`src/source/spi_consts.svh`:
```
`ifndef SPI_CONSTS_SVH
`define SPI_CONSTS_SVH

// ------------------------------
// SPI master sizing
// ------------------------------

// Bits shifted per transfer
`define SPI_DATA_WIDTH 8

// Chip selects on the bus
// Three slaves leave index 3 unused, which the decoder rejects
`define SPI_NUM_SLAVES 3

// Width of the slave index from the host
`define SPI_SEL_WIDTH 2

// Half-period divider width
`define SPI_DIV_WIDTH 16

`endif

```
`src/source/spi_master_pkg.sv`:
```
`include "spi_consts.svh"

package spi_master_pkg;

    // ------------------------------
    // Vector types
    // ------------------------------
    typedef logic [`SPI_DATA_WIDTH-1:0] spi_data_t;
    typedef logic [`SPI_SEL_WIDTH-1:0]  spi_sel_t;
    typedef logic [`SPI_DIV_WIDTH-1:0]  spi_div_t;
    typedef logic [`SPI_NUM_SLAVES-1:0] spi_cs_t;

    // Transfer engine states
    typedef enum logic [1:0] {
        IDLE,
        START,
        TRANSFER,
        STOP
    } spi_state_t;

    // ------------------------------
    // Bundles between blocks
    // ------------------------------

    // Command as seen on the host pins
    typedef struct packed {
        spi_data_t tx_data;
        spi_sel_t  slave_sel;
        logic      cpol;
        logic      cpha;
        spi_div_t  clk_div;
    } spi_cmd_t;

    // Decoded form that the shift engine works from
    typedef struct packed {
        spi_data_t tx_data;
        spi_cs_t   cs_mask;
        logic      cpol;
        logic      sample_on_rise;
        spi_div_t  clk_div;
    } spi_ctrl_t;

    // Received word plus end-of-transfer pulse
    typedef struct packed {
        spi_data_t rx_data;
        logic      done;
    } spi_result_t;

endpackage

```
`src/source/spi_cmd_decode.sv`:
```
`timescale 1ns/10ps
`include "spi_consts.svh"

module spi_cmd_decode
    import spi_master_pkg::*;
(
    input  logic      clk,
    input  logic      rst_n,
    input  logic      start,
    input  spi_cmd_t  cmd,
    input  logic      engine_busy,
    output logic      launch,
    output logic      cmd_error,
    output logic      busy,
    output spi_ctrl_t ctrl
);

    logic      accept;
    logic      sel_valid;
    spi_ctrl_t ctrl_next;

    // ------------------------------
    // Command check and mode reduction
    // ------------------------------

    // Start only counts when nothing is in flight
    assign accept    = start && !busy;
    assign sel_valid = (cmd.slave_sel < `SPI_NUM_SLAVES);

    always_comb begin
        ctrl_next.tx_data = cmd.tx_data;
        ctrl_next.cs_mask = spi_cs_t'(1) << cmd.slave_sel;
        ctrl_next.cpol    = cmd.cpol;
        // Modes 0 and 3 sample on the rising edge, 1 and 2 on the falling one
        ctrl_next.sample_on_rise = (cmd.cpol == cmd.cpha);
        ctrl_next.clk_div = cmd.clk_div;
    end

    // ------------------------------
    // Latch and pulse generation
    // ------------------------------
    always_ff @(posedge clk or negedge rst_n) begin
        if (!rst_n) begin
            launch    <= 1'b0;
            cmd_error <= 1'b0;
            ctrl      <= '0;
        end else begin
            launch    <= 1'b0;
            cmd_error <= 1'b0;
            if (accept) begin
                if (sel_valid) begin
                    launch <= 1'b1;
                    ctrl   <= ctrl_next;
                end else begin
                    // Bad index, keep the old control so sclk stays put
                    cmd_error <= 1'b1;
                end
            end
        end
    end

    // Launch covers the one cycle before the engine leaves IDLE
    assign busy = launch | engine_busy;

    // ------------------------------
    // Checks
    // ------------------------------
    a_launch_xor_error : assert property (
        @(posedge clk) disable iff (!rst_n)
        !(launch && cmd_error)
    ) else $error("launch and cmd_error high together");

    // A start during a transfer must not produce a new command
    a_start_while_busy : assert property (
        @(posedge clk) disable iff (!rst_n)
        (start && busy) |=> (!launch && !cmd_error)
    ) else $error("start accepted while busy");

endmodule

```
`src/source/spi_shift_engine.sv`:
```
`timescale 1ns/10ps
`include "spi_consts.svh"

module spi_shift_engine
    import spi_master_pkg::*;
(
    input  logic        clk,
    input  logic        rst_n,
    input  logic        launch,
    input  spi_ctrl_t   ctrl,
    input  logic        miso,
    output logic        sclk,
    output logic        mosi,
    output spi_cs_t     cs_n,
    output logic        engine_busy,
    output spi_result_t res
);

    localparam int BIT_CNT_W = $clog2(`SPI_DATA_WIDTH) + 1;

    spi_state_t state, next_state;

    spi_div_t               div_cnt;
    logic [BIT_CNT_W-1:0]   bit_cnt;
    spi_data_t              tx_shift;
    spi_data_t              rx_shift;

    logic sclk_int;
    logic sclk_dly;
    logic rise_tick;
    logic fall_tick;
    logic sample_tick;
    logic setup_tick;
    logic bits_done;
    logic clk_stop;
    logic xfer_end;

    // ------------------------------
    // Transfer FSM
    // ------------------------------
    always_ff @(posedge clk or negedge rst_n) begin
        if (!rst_n) begin
            state <= IDLE;
        end else begin
            state <= next_state;
        end
    end

    always_comb begin
        next_state = state;
        case (state)
            IDLE:     if (launch) next_state = START;
            START:    next_state = TRANSFER;
            TRANSFER: if (xfer_end) next_state = STOP;
            STOP:     next_state = IDLE;
            default:  next_state = IDLE;
        endcase
    end

    // ------------------------------
    // SCLK divider and edge detect
    // ------------------------------

    // All sample edges seen and the clock is back at its rest level
    assign bits_done = (bit_cnt == BIT_CNT_W'(`SPI_DATA_WIDTH));
    assign clk_stop  = bits_done && (sclk_int == ctrl.cpol);

    always_ff @(posedge clk or negedge rst_n) begin
        if (!rst_n) begin
            div_cnt  <= '0;
            bit_cnt  <= '0;
            sclk_int <= 1'b0;
            sclk_dly <= 1'b0;
        end else begin
            if (state == TRANSFER) begin
                if (!clk_stop) begin
                    if (div_cnt >= ctrl.clk_div) begin
                        div_cnt  <= '0;
                        sclk_int <= ~sclk_int;
                        // This toggle lands on a sample edge
                        if (sclk_int != ctrl.sample_on_rise) begin
                            bit_cnt <= bit_cnt + 1'b1;
                        end
                    end else begin
                        div_cnt <= div_cnt + 1'b1;
                    end
                end
            end else begin
                div_cnt  <= '0;
                sclk_int <= ctrl.cpol;
                if (state == START) begin
                    bit_cnt <= '0;
                end
            end
            sclk_dly <= sclk_int;
        end
    end

    assign rise_tick = sclk_int & ~sclk_dly;
    assign fall_tick = ~sclk_int & sclk_dly;

    assign sample_tick = ctrl.sample_on_rise ? rise_tick : fall_tick;
    assign setup_tick  = ctrl.sample_on_rise ? fall_tick : rise_tick;

    // Last tick already consumed once both clock copies rest at cpol
    assign xfer_end = clk_stop && (sclk_dly == ctrl.cpol);

    // ------------------------------
    // Shifters
    // ------------------------------
    always_ff @(posedge clk) begin
        if (state == START) begin
            tx_shift <= ctrl.tx_data;
        end else if (state == TRANSFER && setup_tick && bit_cnt != '0) begin
            // No shift before the first sample, so CPHA=1 keeps the MSB out
            tx_shift <= {tx_shift[`SPI_DATA_WIDTH-2:0], 1'b0};
        end

        if (state == TRANSFER && sample_tick) begin
            rx_shift <= {rx_shift[`SPI_DATA_WIDTH-2:0], miso};
        end
    end

    // ------------------------------
    // Outputs
    // ------------------------------
    assign sclk = sclk_int;
    assign mosi = tx_shift[`SPI_DATA_WIDTH-1];
    assign cs_n = (state == START || state == TRANSFER) ? ~ctrl.cs_mask : '1;

    assign engine_busy = (state != IDLE);

    assign res.rx_data = rx_shift;
    assign res.done    = (state == STOP);

    // ------------------------------
    // Checks
    // ------------------------------
    a_cs_onehot : assert property (
        @(posedge clk) disable iff (!rst_n)
        $onehot0(~cs_n)
    ) else $error("more than one chip select active");

    // Launch cycle excluded, cpol was just relatched
    a_sclk_idle : assert property (
        @(posedge clk) disable iff (!rst_n)
        (state == IDLE && !launch) |-> (sclk == ctrl.cpol)
    ) else $error("sclk not at cpol while idle");

endmodule

```
`src/source/spi_result_capture.sv`:
```
`timescale 1ns/10ps
`include "spi_consts.svh"

module spi_result_capture
    import spi_master_pkg::*;
(
    input  logic        clk,
    input  logic        rst_n,
    input  spi_result_t res,
    input  logic        cmd_error,
    output spi_data_t   rx_data,
    output logic        transfer_done,
    output logic        error,
    output spi_data_t   xfer_count
);

    // ------------------------------
    // Status pulses and counter
    // ------------------------------
    always_ff @(posedge clk or negedge rst_n) begin
        if (!rst_n) begin
            transfer_done <= 1'b0;
            error         <= 1'b0;
            xfer_count    <= '0;
        end else begin
            transfer_done <= res.done;
            error         <= cmd_error;
            // Rejected commands never reach the engine, so only done counts
            if (res.done) begin
                xfer_count <= xfer_count + 1'b1;
            end
        end
    end

    // ------------------------------
    // Received byte
    // ------------------------------

    // Holds until the next completed transfer
    always_ff @(posedge clk) begin
        if (res.done) begin
            rx_data <= res.rx_data;
        end
    end

    // ------------------------------
    // Checks
    // ------------------------------

    // Decoder only flags errors while idle, engine only finishes while busy
    a_done_xor_error : assert property (
        @(posedge clk) disable iff (!rst_n)
        !(transfer_done && error)
    ) else $error("transfer_done and error in the same cycle");

endmodule

```
`src/source/spi_master_top.sv`:
```
`timescale 1ns/10ps

module spi_master_top
    import spi_master_pkg::*;
(
    input  logic      clk,
    input  logic      rst_n,

    // Host side
    input  logic      start,
    input  spi_cmd_t  cmd,
    output logic      busy,
    output spi_data_t rx_data,
    output logic      transfer_done,
    output logic      error,
    output spi_data_t xfer_count,

    // SPI bus
    output logic      sclk,
    output logic      mosi,
    input  logic      miso,
    output spi_cs_t   cs_n
);

    logic        launch;
    logic        cmd_error;
    logic        engine_busy;
    spi_ctrl_t   ctrl;
    spi_result_t res;

    // ------------------------------
    // Command decode
    // ------------------------------
    spi_cmd_decode u_decode (
        .clk         (clk),
        .rst_n       (rst_n),
        .start       (start),
        .cmd         (cmd),
        .engine_busy (engine_busy),
        .launch      (launch),
        .cmd_error   (cmd_error),
        .busy        (busy),
        .ctrl        (ctrl)
    );

    // ------------------------------
    // Shift engine
    // ------------------------------
    spi_shift_engine u_engine (
        .clk         (clk),
        .rst_n       (rst_n),
        .launch      (launch),
        .ctrl        (ctrl),
        .miso        (miso),
        .sclk        (sclk),
        .mosi        (mosi),
        .cs_n        (cs_n),
        .engine_busy (engine_busy),
        .res         (res)
    );

    // Result registers
    spi_result_capture u_result (
        .clk           (clk),
        .rst_n         (rst_n),
        .res           (res),
        .cmd_error     (cmd_error),
        .rx_data       (rx_data),
        .transfer_done (transfer_done),
        .error         (error),
        .xfer_count    (xfer_count)
    );

endmodule

```
`config.mk`:
```
export PLATFORM = sky130hd
export DESIGN_NAME = spi_master_top
export DESIGN_NICKNAME = d
export VERILOG_FILES = /design/src/source/spi_master_pkg.sv /design/src/source/spi_cmd_decode.sv /design/src/source/spi_shift_engine.sv /design/src/source/spi_result_capture.sv /design/src/source/spi_master_top.sv
export VERILOG_INCLUDE_DIRS = /design/src /design/src/source
export SDC_FILE = /design/constraint.sdc
export NUM_CORES = 1
export LEC_CHECK = 0
export BUFFER_PORTS_ARGS = -buffer_cell sky130_fd_sc_hd__buf_4
export CORE_MARGIN = 10
export CORE_UTILIZATION = 45
export CTS_BUF_LIST = sky130_fd_sc_hd__clkbuf_4 sky130_fd_sc_hd__clkbuf_8 sky130_fd_sc_hd__clkbuf_16
export DETAILED_ROUTE_END_ITERATION = 10
export GPL_TIMING_DRIVEN = 0
export PLACE_DENSITY_LB_ADDON = 0.3
export RECOVER_POWER = 100
export SYNTH_ARGS = -nofsm -noshare
export SYNTH_HDL_FRONTEND = slang
export SYNTH_SLANG_ARGS = --single-unit
```
`constraint.sdc`:
```
create_clock -name clk -period 5.7 [get_ports clk]
set_clock_uncertainty 0.2 [all_clocks]
set_input_delay 1.14 -clock clk [delete_from_list [all_inputs] [get_ports clk]]
set_output_delay 1.14 -clock clk [all_outputs]
set_load 0.01 [all_outputs]
```
* After elaboration in Yosys (flattened, before gate mapping) *
Index checks and enable logic that the tools add are counted.
W data, S select, Z words.

storage, ports and cells
  register bits after elaboration = 89
  bits of input ports = 32
  output and inout port bits = 24
  word-level logic and storage cells = 83

cells by class
  add/sub/neg operators = 3
  magnitude comparators = 2
  equality and inequality tests = 13
  shifts and indexed selects = 1
  multiplexer cells = 23
  bitwise logic cells = 6
  reductions and logical operators = 17

operator list
  cell                     number
  $mux W16                 3
  $mux W4                  5
  $add A16 B1 Y16 const B  1
  $ge A16 B16 Y1           1
  $mux W8                  2
  $mux W1                  9
  $add A8 B1 Y8 const B    1
  $ne A2 B2 Y1 const B     4
  $pmux W2 S4              1
  $logic_and A1 B1 Y1      6
  $reduce_and A2 Y1        3
  $reduce_bool A2 Y1       3
  $add A4 B1 Y4 const B    1
  $eq A2 B2 Y1 const B     2
  $eq A4 B4 Y1 const B     1
  $mux W2                  2
  $reduce_and A4 Y1        1
  $reduce_bool A4 Y1       1
  $eq A1 B1 Y1             3
  $mux W3                  1
  $not A3 Y3               1
  $shl A1 B2 Y3 const A    1
  $and A1 B1 Y1            2
  $eq A2 B1 Y1 const B     1
  8 further kinds          9

* Logic depth before layout (Yosys ltp) *
  depth in word-level cells = 7
  mapped depth = 9

* Hierarchy *
From an unflattened synthesis, not the netlist that was laid out.

unflattened totals
  cells, all modules = 339
  area total of the unflattened synthesis = 4296.6 um^2

modules (own cells, without submodules)
  module              instances  cells each  area each (um^2)  sequential area each (um^2)
  spi_shift_engine    1          229         2381.0            1081.0
  spi_cmd_decode      1          74          1287.5            775.7
  spi_result_capture  1          36          628.1             490.5

* Worst setup path after synthesis *
Ideal clock, no wire load.

  path kind = reg2reg
  start point = register u_engine.div_cnt[2]
  end point = register u_engine.sclk_int (netlist: u_engine.sclk)
  setup time = 0.125 ns
  arrival = 1.987 ns
  path slack = 3.388 ns
  cell stages (with the launch flop) = 8
  buffers on the path = 0
  clock period less this slack = 2.312 ns
  path through = dfrtp_1 -> ha_1 -> a211o_1 -> a31oi_1 -> o221ai_2 -> a211oi_4 -> nor2_2 -> mux2_4

on the way
  longest elaborated chain between the ends = 3

ends and longest elaborated chain
  element                             line                    source
  start, declared                     spi_shift_engine.sv:23  spi_div_t div_cnt;
  start signal, assigned              spi_shift_engine.sv:85  div_cnt <= div_cnt + 1'b1;
  $ge A16 B16 Y1                      spi_shift_engine.sv:77  if (div_cnt >= ctrl.clk_div) begin
  $ne A2 B2 Y1 (no source line)       -
  $reduce_and A2 Y1 (no source line)  -
  end signal, assigned                spi_shift_engine.sv:79  sclk_int <= ~sclk_int;
  end signal, assigned                spi_shift_engine.sv:90  sclk_int <= ctrl.cpol;
  end, declared                       spi_shift_engine.sv:28  logic sclk_int;

No other way between the ends.
A chain may end at the register's enable or synchronous reset.

* Worst setup path after layout *
  start point = register u_engine.div_cnt[2]
  end point = register u_engine.div_cnt[4]

on the way
  longest elaborated chain between the ends = 4
  elaborated cells between the ends (all ways) = 5
  classes of those cells = add/sub: 1; order compare: 1; mux: 3

ends and longest elaborated chain
  element                                            line                                            source
  $add A16 B1 Y16 or $ge A16 B16 Y1 (tied branches)  spi_shift_engine.sv:85, spi_shift_engine.sv:77
  $mux W16 *                                         spi_shift_engine.sv:77
  $mux W16 *                                         spi_shift_engine.sv:76                          if (!clk_stop) begin
  $mux W16 *                                         spi_shift_engine.sv:75                          if (state == TRANSFER) begin

Mark *: on every way between the ends. The rest lies on a longest branch, timed or not. The select of a mux whose other input is x is not followed.

==> results.sh <==
export IMPL_status="complete, no violations"
export IMPL_fmax_ghz=0.322
export IMPL_drt_wl_total_mm=7.68
export IMPL_rows=34
export IMPL_cp_slowest_cell="a211oi_1"
export IMPL_grt_pass1_wl_mm=13.1
export IMPL_fin_nets=493
export IMPL_ys_ff_latch=89
export IMPL_maxCapViolations=0
export IMPL_cts_resized=0
export IMPL_finalCritPeriodShare_pct=54.4
export IMPL_utilization_pct=53.6
export IMPL_reg2reg_depth=8
export IMPL_synthMuxAreaShare_pct=3.32
export IMPL_port_buffer_count=55
export IMPL_r2r_start="u_engine.div_cnt[2]$_DFFE_PN0P_"
export IMPL_p_switching_uw=745
export IMPL_fp_dieW_um=115
export IMPL_clk_path_buf_depth=2
export IMPL_io_pins=56
export IMPL_pwr_share_clk_pct=20.7
export IMPL_h_tree_depth=3
export IMPL_crit_chain="ha_1 > a211o_1 > a31oi_1 > o221ai_2 > a211oi_1 > nor2_1 > clkbuf_1 > nor2_1"
export IMPL_fin_ws_ns=2.60
export IMPL_fp_dieH_um=115
export IMPL_worst_slew_pin_slew_ns=0.889
export IMPL_critPathBufInv=1
export IMPL_pwr_share_comb_pct=32.5
export IMPL_synthArstFlopShare_pct=73.0
export IMPL_cts_sinks=89
export IMPL_wl_met3_um=380
export IMPL_hp_class="register to register"
export IMPL_preCtsSetupSlack_ns=3.02
export IMPL_slowest_delay_ns=0.77
export IMPL_synth_ff_type="dfrtp_1"
export IMPL_p_int_mw=1.37
export IMPL_cts_buffers=9
export IMPL_synth_compound_area_share_pct=7.29
export IMPL_rrSetupSlack_ns=2.60
export IMPL_dr_max_layer_used="met4"
export IMPL_synth_edf_count=24
export IMPL_crit_fanout=10
export IMPL_critPathKind="register to register"
export IMPL_syn_to_final_growth_pct=15.5
export IMPL_required_ns=5.78
export IMPL_powerDensity_mw_per_mm2=450
export IMPL_core_area_sq_mm=0.00876
export IMPL_syn_nets=427
export IMPL_reg2reg_to="u_engine.div_cnt[4]$_DFFE_PN0P_"
export IMPL_start_util_pct=46.4
export IMPL_instances_no_fill=549
export IMPL_dr_pass1_iters=4
export IMPL_dp_hpwl_mm=5.60
export IMPL_wl_met1_mm=3.83
export IMPL_seq_area_frac_synth_pct=57.7
export IMPL_wl_met2_mm=3.36
export IMPL_path_depth=8
export IMPL_worst_setup_path_end_kind="register"
export IMPL_yosys_top_cells_area="dfrtp_1 40%, edfxtp_1 18%, ha_1 7.7%"
export IMPL_pwr_share_seq_pct=46.7
export IMPL_synth_top_family_by_area="simple AND/OR/NAND/NOR gates"
export IMPL_holdBufCountCts=0
export IMPL_synthSimpleGateAreaFrac_pct=15.1
export IMPL_grt_max_degree=66
export IMPL_max_slew_margin_pct=40.4
export IMPL_syn_area_sq_mm=0.00407
export IMPL_worst_ep_arrival_time_ns=3.18
export IMPL_route_detailed_drc=0
export IMPL_grt_overflow=0
export IMPL_yosysUniqueCellTypes=39
export IMPL_hold_depth=0
export IMPL_p_total_mw=2.11
export IMPL_synth_warnings=0
export IMPL_antenna_cells=0
export IMPL_path_clk_slew_ns=0.09
export IMPL_synth_top_area_share_pct=40.0
export IMPL_wl_per_cell_um=14.0
export IMPL_synthXorXnorAreaFrac_pct=4.95
export IMPL_sw_frac_of_total_pct=35.2
export IMPL_root_buffer="clkbuf_8"
export IMPL_leakagePower_nw=2.14
export IMPL_fin_crit_ns=3.10
export IMPL_grt_setup_unrepaired="no"
export IMPL_ir_worst_vdd_mv=0.263
export IMPL_final_setup_viol_count=0
export IMPL_placed_area_sq_mm=0.00462
export IMPL_synth_fa_ha_area_share_pct=7.69
export IMPL_synth_avg_cell_area_sq_um=11.0
export IMPL_path_delay_family="compound AO/OA/AOI/OAI gates"
export IMPL_slew_viol_final=0
export IMPL_grt_total_usage_pct=12.2
export IMPL_dieArea_sq_mm=0.0132
export IMPL_synthCells=370
export IMPL_hold_viol=0
export IMPL_yosysTopAreaCell="dfrtp_1"
export IMPL_antenna_found_initial=0
export IMPL_gp_congestion=0.819
export IMPL_holdPathEnd="u_result.error$_DFF_PN0_"
export IMPL_first_global_vias=2881
export IMPL_placed_cells=533
export IMPL_setup_tns_ns=0
export IMPL_cts_setup_buffers=0
export IMPL_worst_skew_pair_late_latency_ns=0.36
export IMPL_drt_iter0_drc=89
export IMPL_crit_top_cell="nor2_1"
export IMPL_vias_per_cell=5.02
export IMPL_startpoint_type="register"
export IMPL_whs_ns=0.162
export IMPL_final_area_sq_mm=0.00470
export IMPL_min_from="u_decode.cmd_error$_DFF_PN0_"
export IMPL_layout_drive_gt1_share_pct=13.6
export IMPL_final_cell_mix="65 x nand2_1, 65 x dfrtp_1, 36 x clkbuf_1"
export IMPL_vias=2757
export IMPL_cts_tree="yes"
export IMPL_postRouteAntennaNets=0
==> kinds of logic after synthesis <==
family,count (synthesis)
and+or+nand+nor,134
DFF,89
AOI/OAI and AO/OA,47
buffers and inverters,40
adders and majority gates,25
xor gates and xnor gates,23
muxes,12
==> synth_stat cells (3+ instances only) <==
cell / count
a21o_1: 3
a21oi_1: 9
and2_1: 3
and3_1: 4
and4_1: 4
clkbuf_1: 9
dfrtp_1: 65
edfxtp_1: 24
ha_1: 25
inv_1: 28
mux2_2: 8
mux2i_1: 3
nand2_1: 65
nand3_1: 12
nand4_1: 9
nor2_1: 26
o21ai_0: 26
xnor2_1: 10
xor2_1: 13
==> registers in the layout, summed over array words and instances (netlist names) <==
| register | cells |
|---|---|
| u_result.error | 1 |
| u_decode.launch | 1 |
| u_engine.state | 2 |
| u_decode.ctrl | 29 |
| u_engine.sclk | 1 |
| u_engine.tx_shift | 8 |
| u_result.rx_data | 8 |
| u_engine.bit_cnt | 4 |
| u_decode.cmd_error | 1 |
| u_result.xfer_count | 8 |
| u_result.transfer_done | 1 |
| u_engine.div_cnt | 16 |
| u_engine.rx_shift | 8 |
| u_engine.sclk_dly | 1 |
==> per-layer routing <==
layer	global-route usage [%]	up-vias
met3	4.48	9
li1	-	1383
met1	15.7	1306
met5	0	-
met2	18.4	59
met4	4.37	0
==> power by group through the flow <==
stage,Sequential [mW],Clock [mW],Combinational (mW)
after floorplan,0.998,0,0.506
after global placement,0.997,0,0.744
after detailed placement,1.00,0,0.771
after CTS,0.992,0.453,0.774
after global routing,1.02,0.480,0.802
final,0.989,0.438,0.688
==> layout make-up <==
cell class | count | area (sq um)
sequential | 89 | 2350
fill | 789 | 4060
inverter | 28 | 105
multi-input combinational | 241 | 1540
tap | 108 | 135
timing repair buffer | 55 | 323
clock inverter | 7 | 77.6
clock buffer | 9 | 124
buffer | 12 | 45.0
==> worst max-delay path by stage <==
stage / from / endpoint / slack (ns)
after floorplan: u_engine.div_cnt[2]$_DFFE_PN0P_ / u_engine.sclk$_DFFE_PN0P_ / 3.39
after global placement: cmd[19] / u_decode.ctrl[4]$_DFFE_PN0P_ / 3.08
after detailed placement: cmd[19] / u_decode.ctrl[8]$_DFFE_PN0P_ / 3.02
after CTS: u_engine.state[0]$_DFFE_PN0P_ / busy / 2.74
after global routing: u_engine.div_cnt[2]$_DFFE_PN0P_ / u_engine.div_cnt[3]$_DFFE_PN0P_ / 2.39
final: u_engine.div_cnt[2]$_DFFE_PN0P_ / u_engine.div_cnt[4]$_DFFE_PN0P_ / 2.60
==> worst register-to-register path, delay by kind of cell (launching register included) <==
family | cells | cell delay [ns]
AO/OA/AOI/OAI | 4 | 1.40
adder cells (fa/ha/maj) | 1 | 0.31
buffers and inverters | 1 | 0.29
flip-flops | 1 | 0.44
AND/OR/NAND/NOR | 2 | 0.39
(Power assumes the default switching activity.)
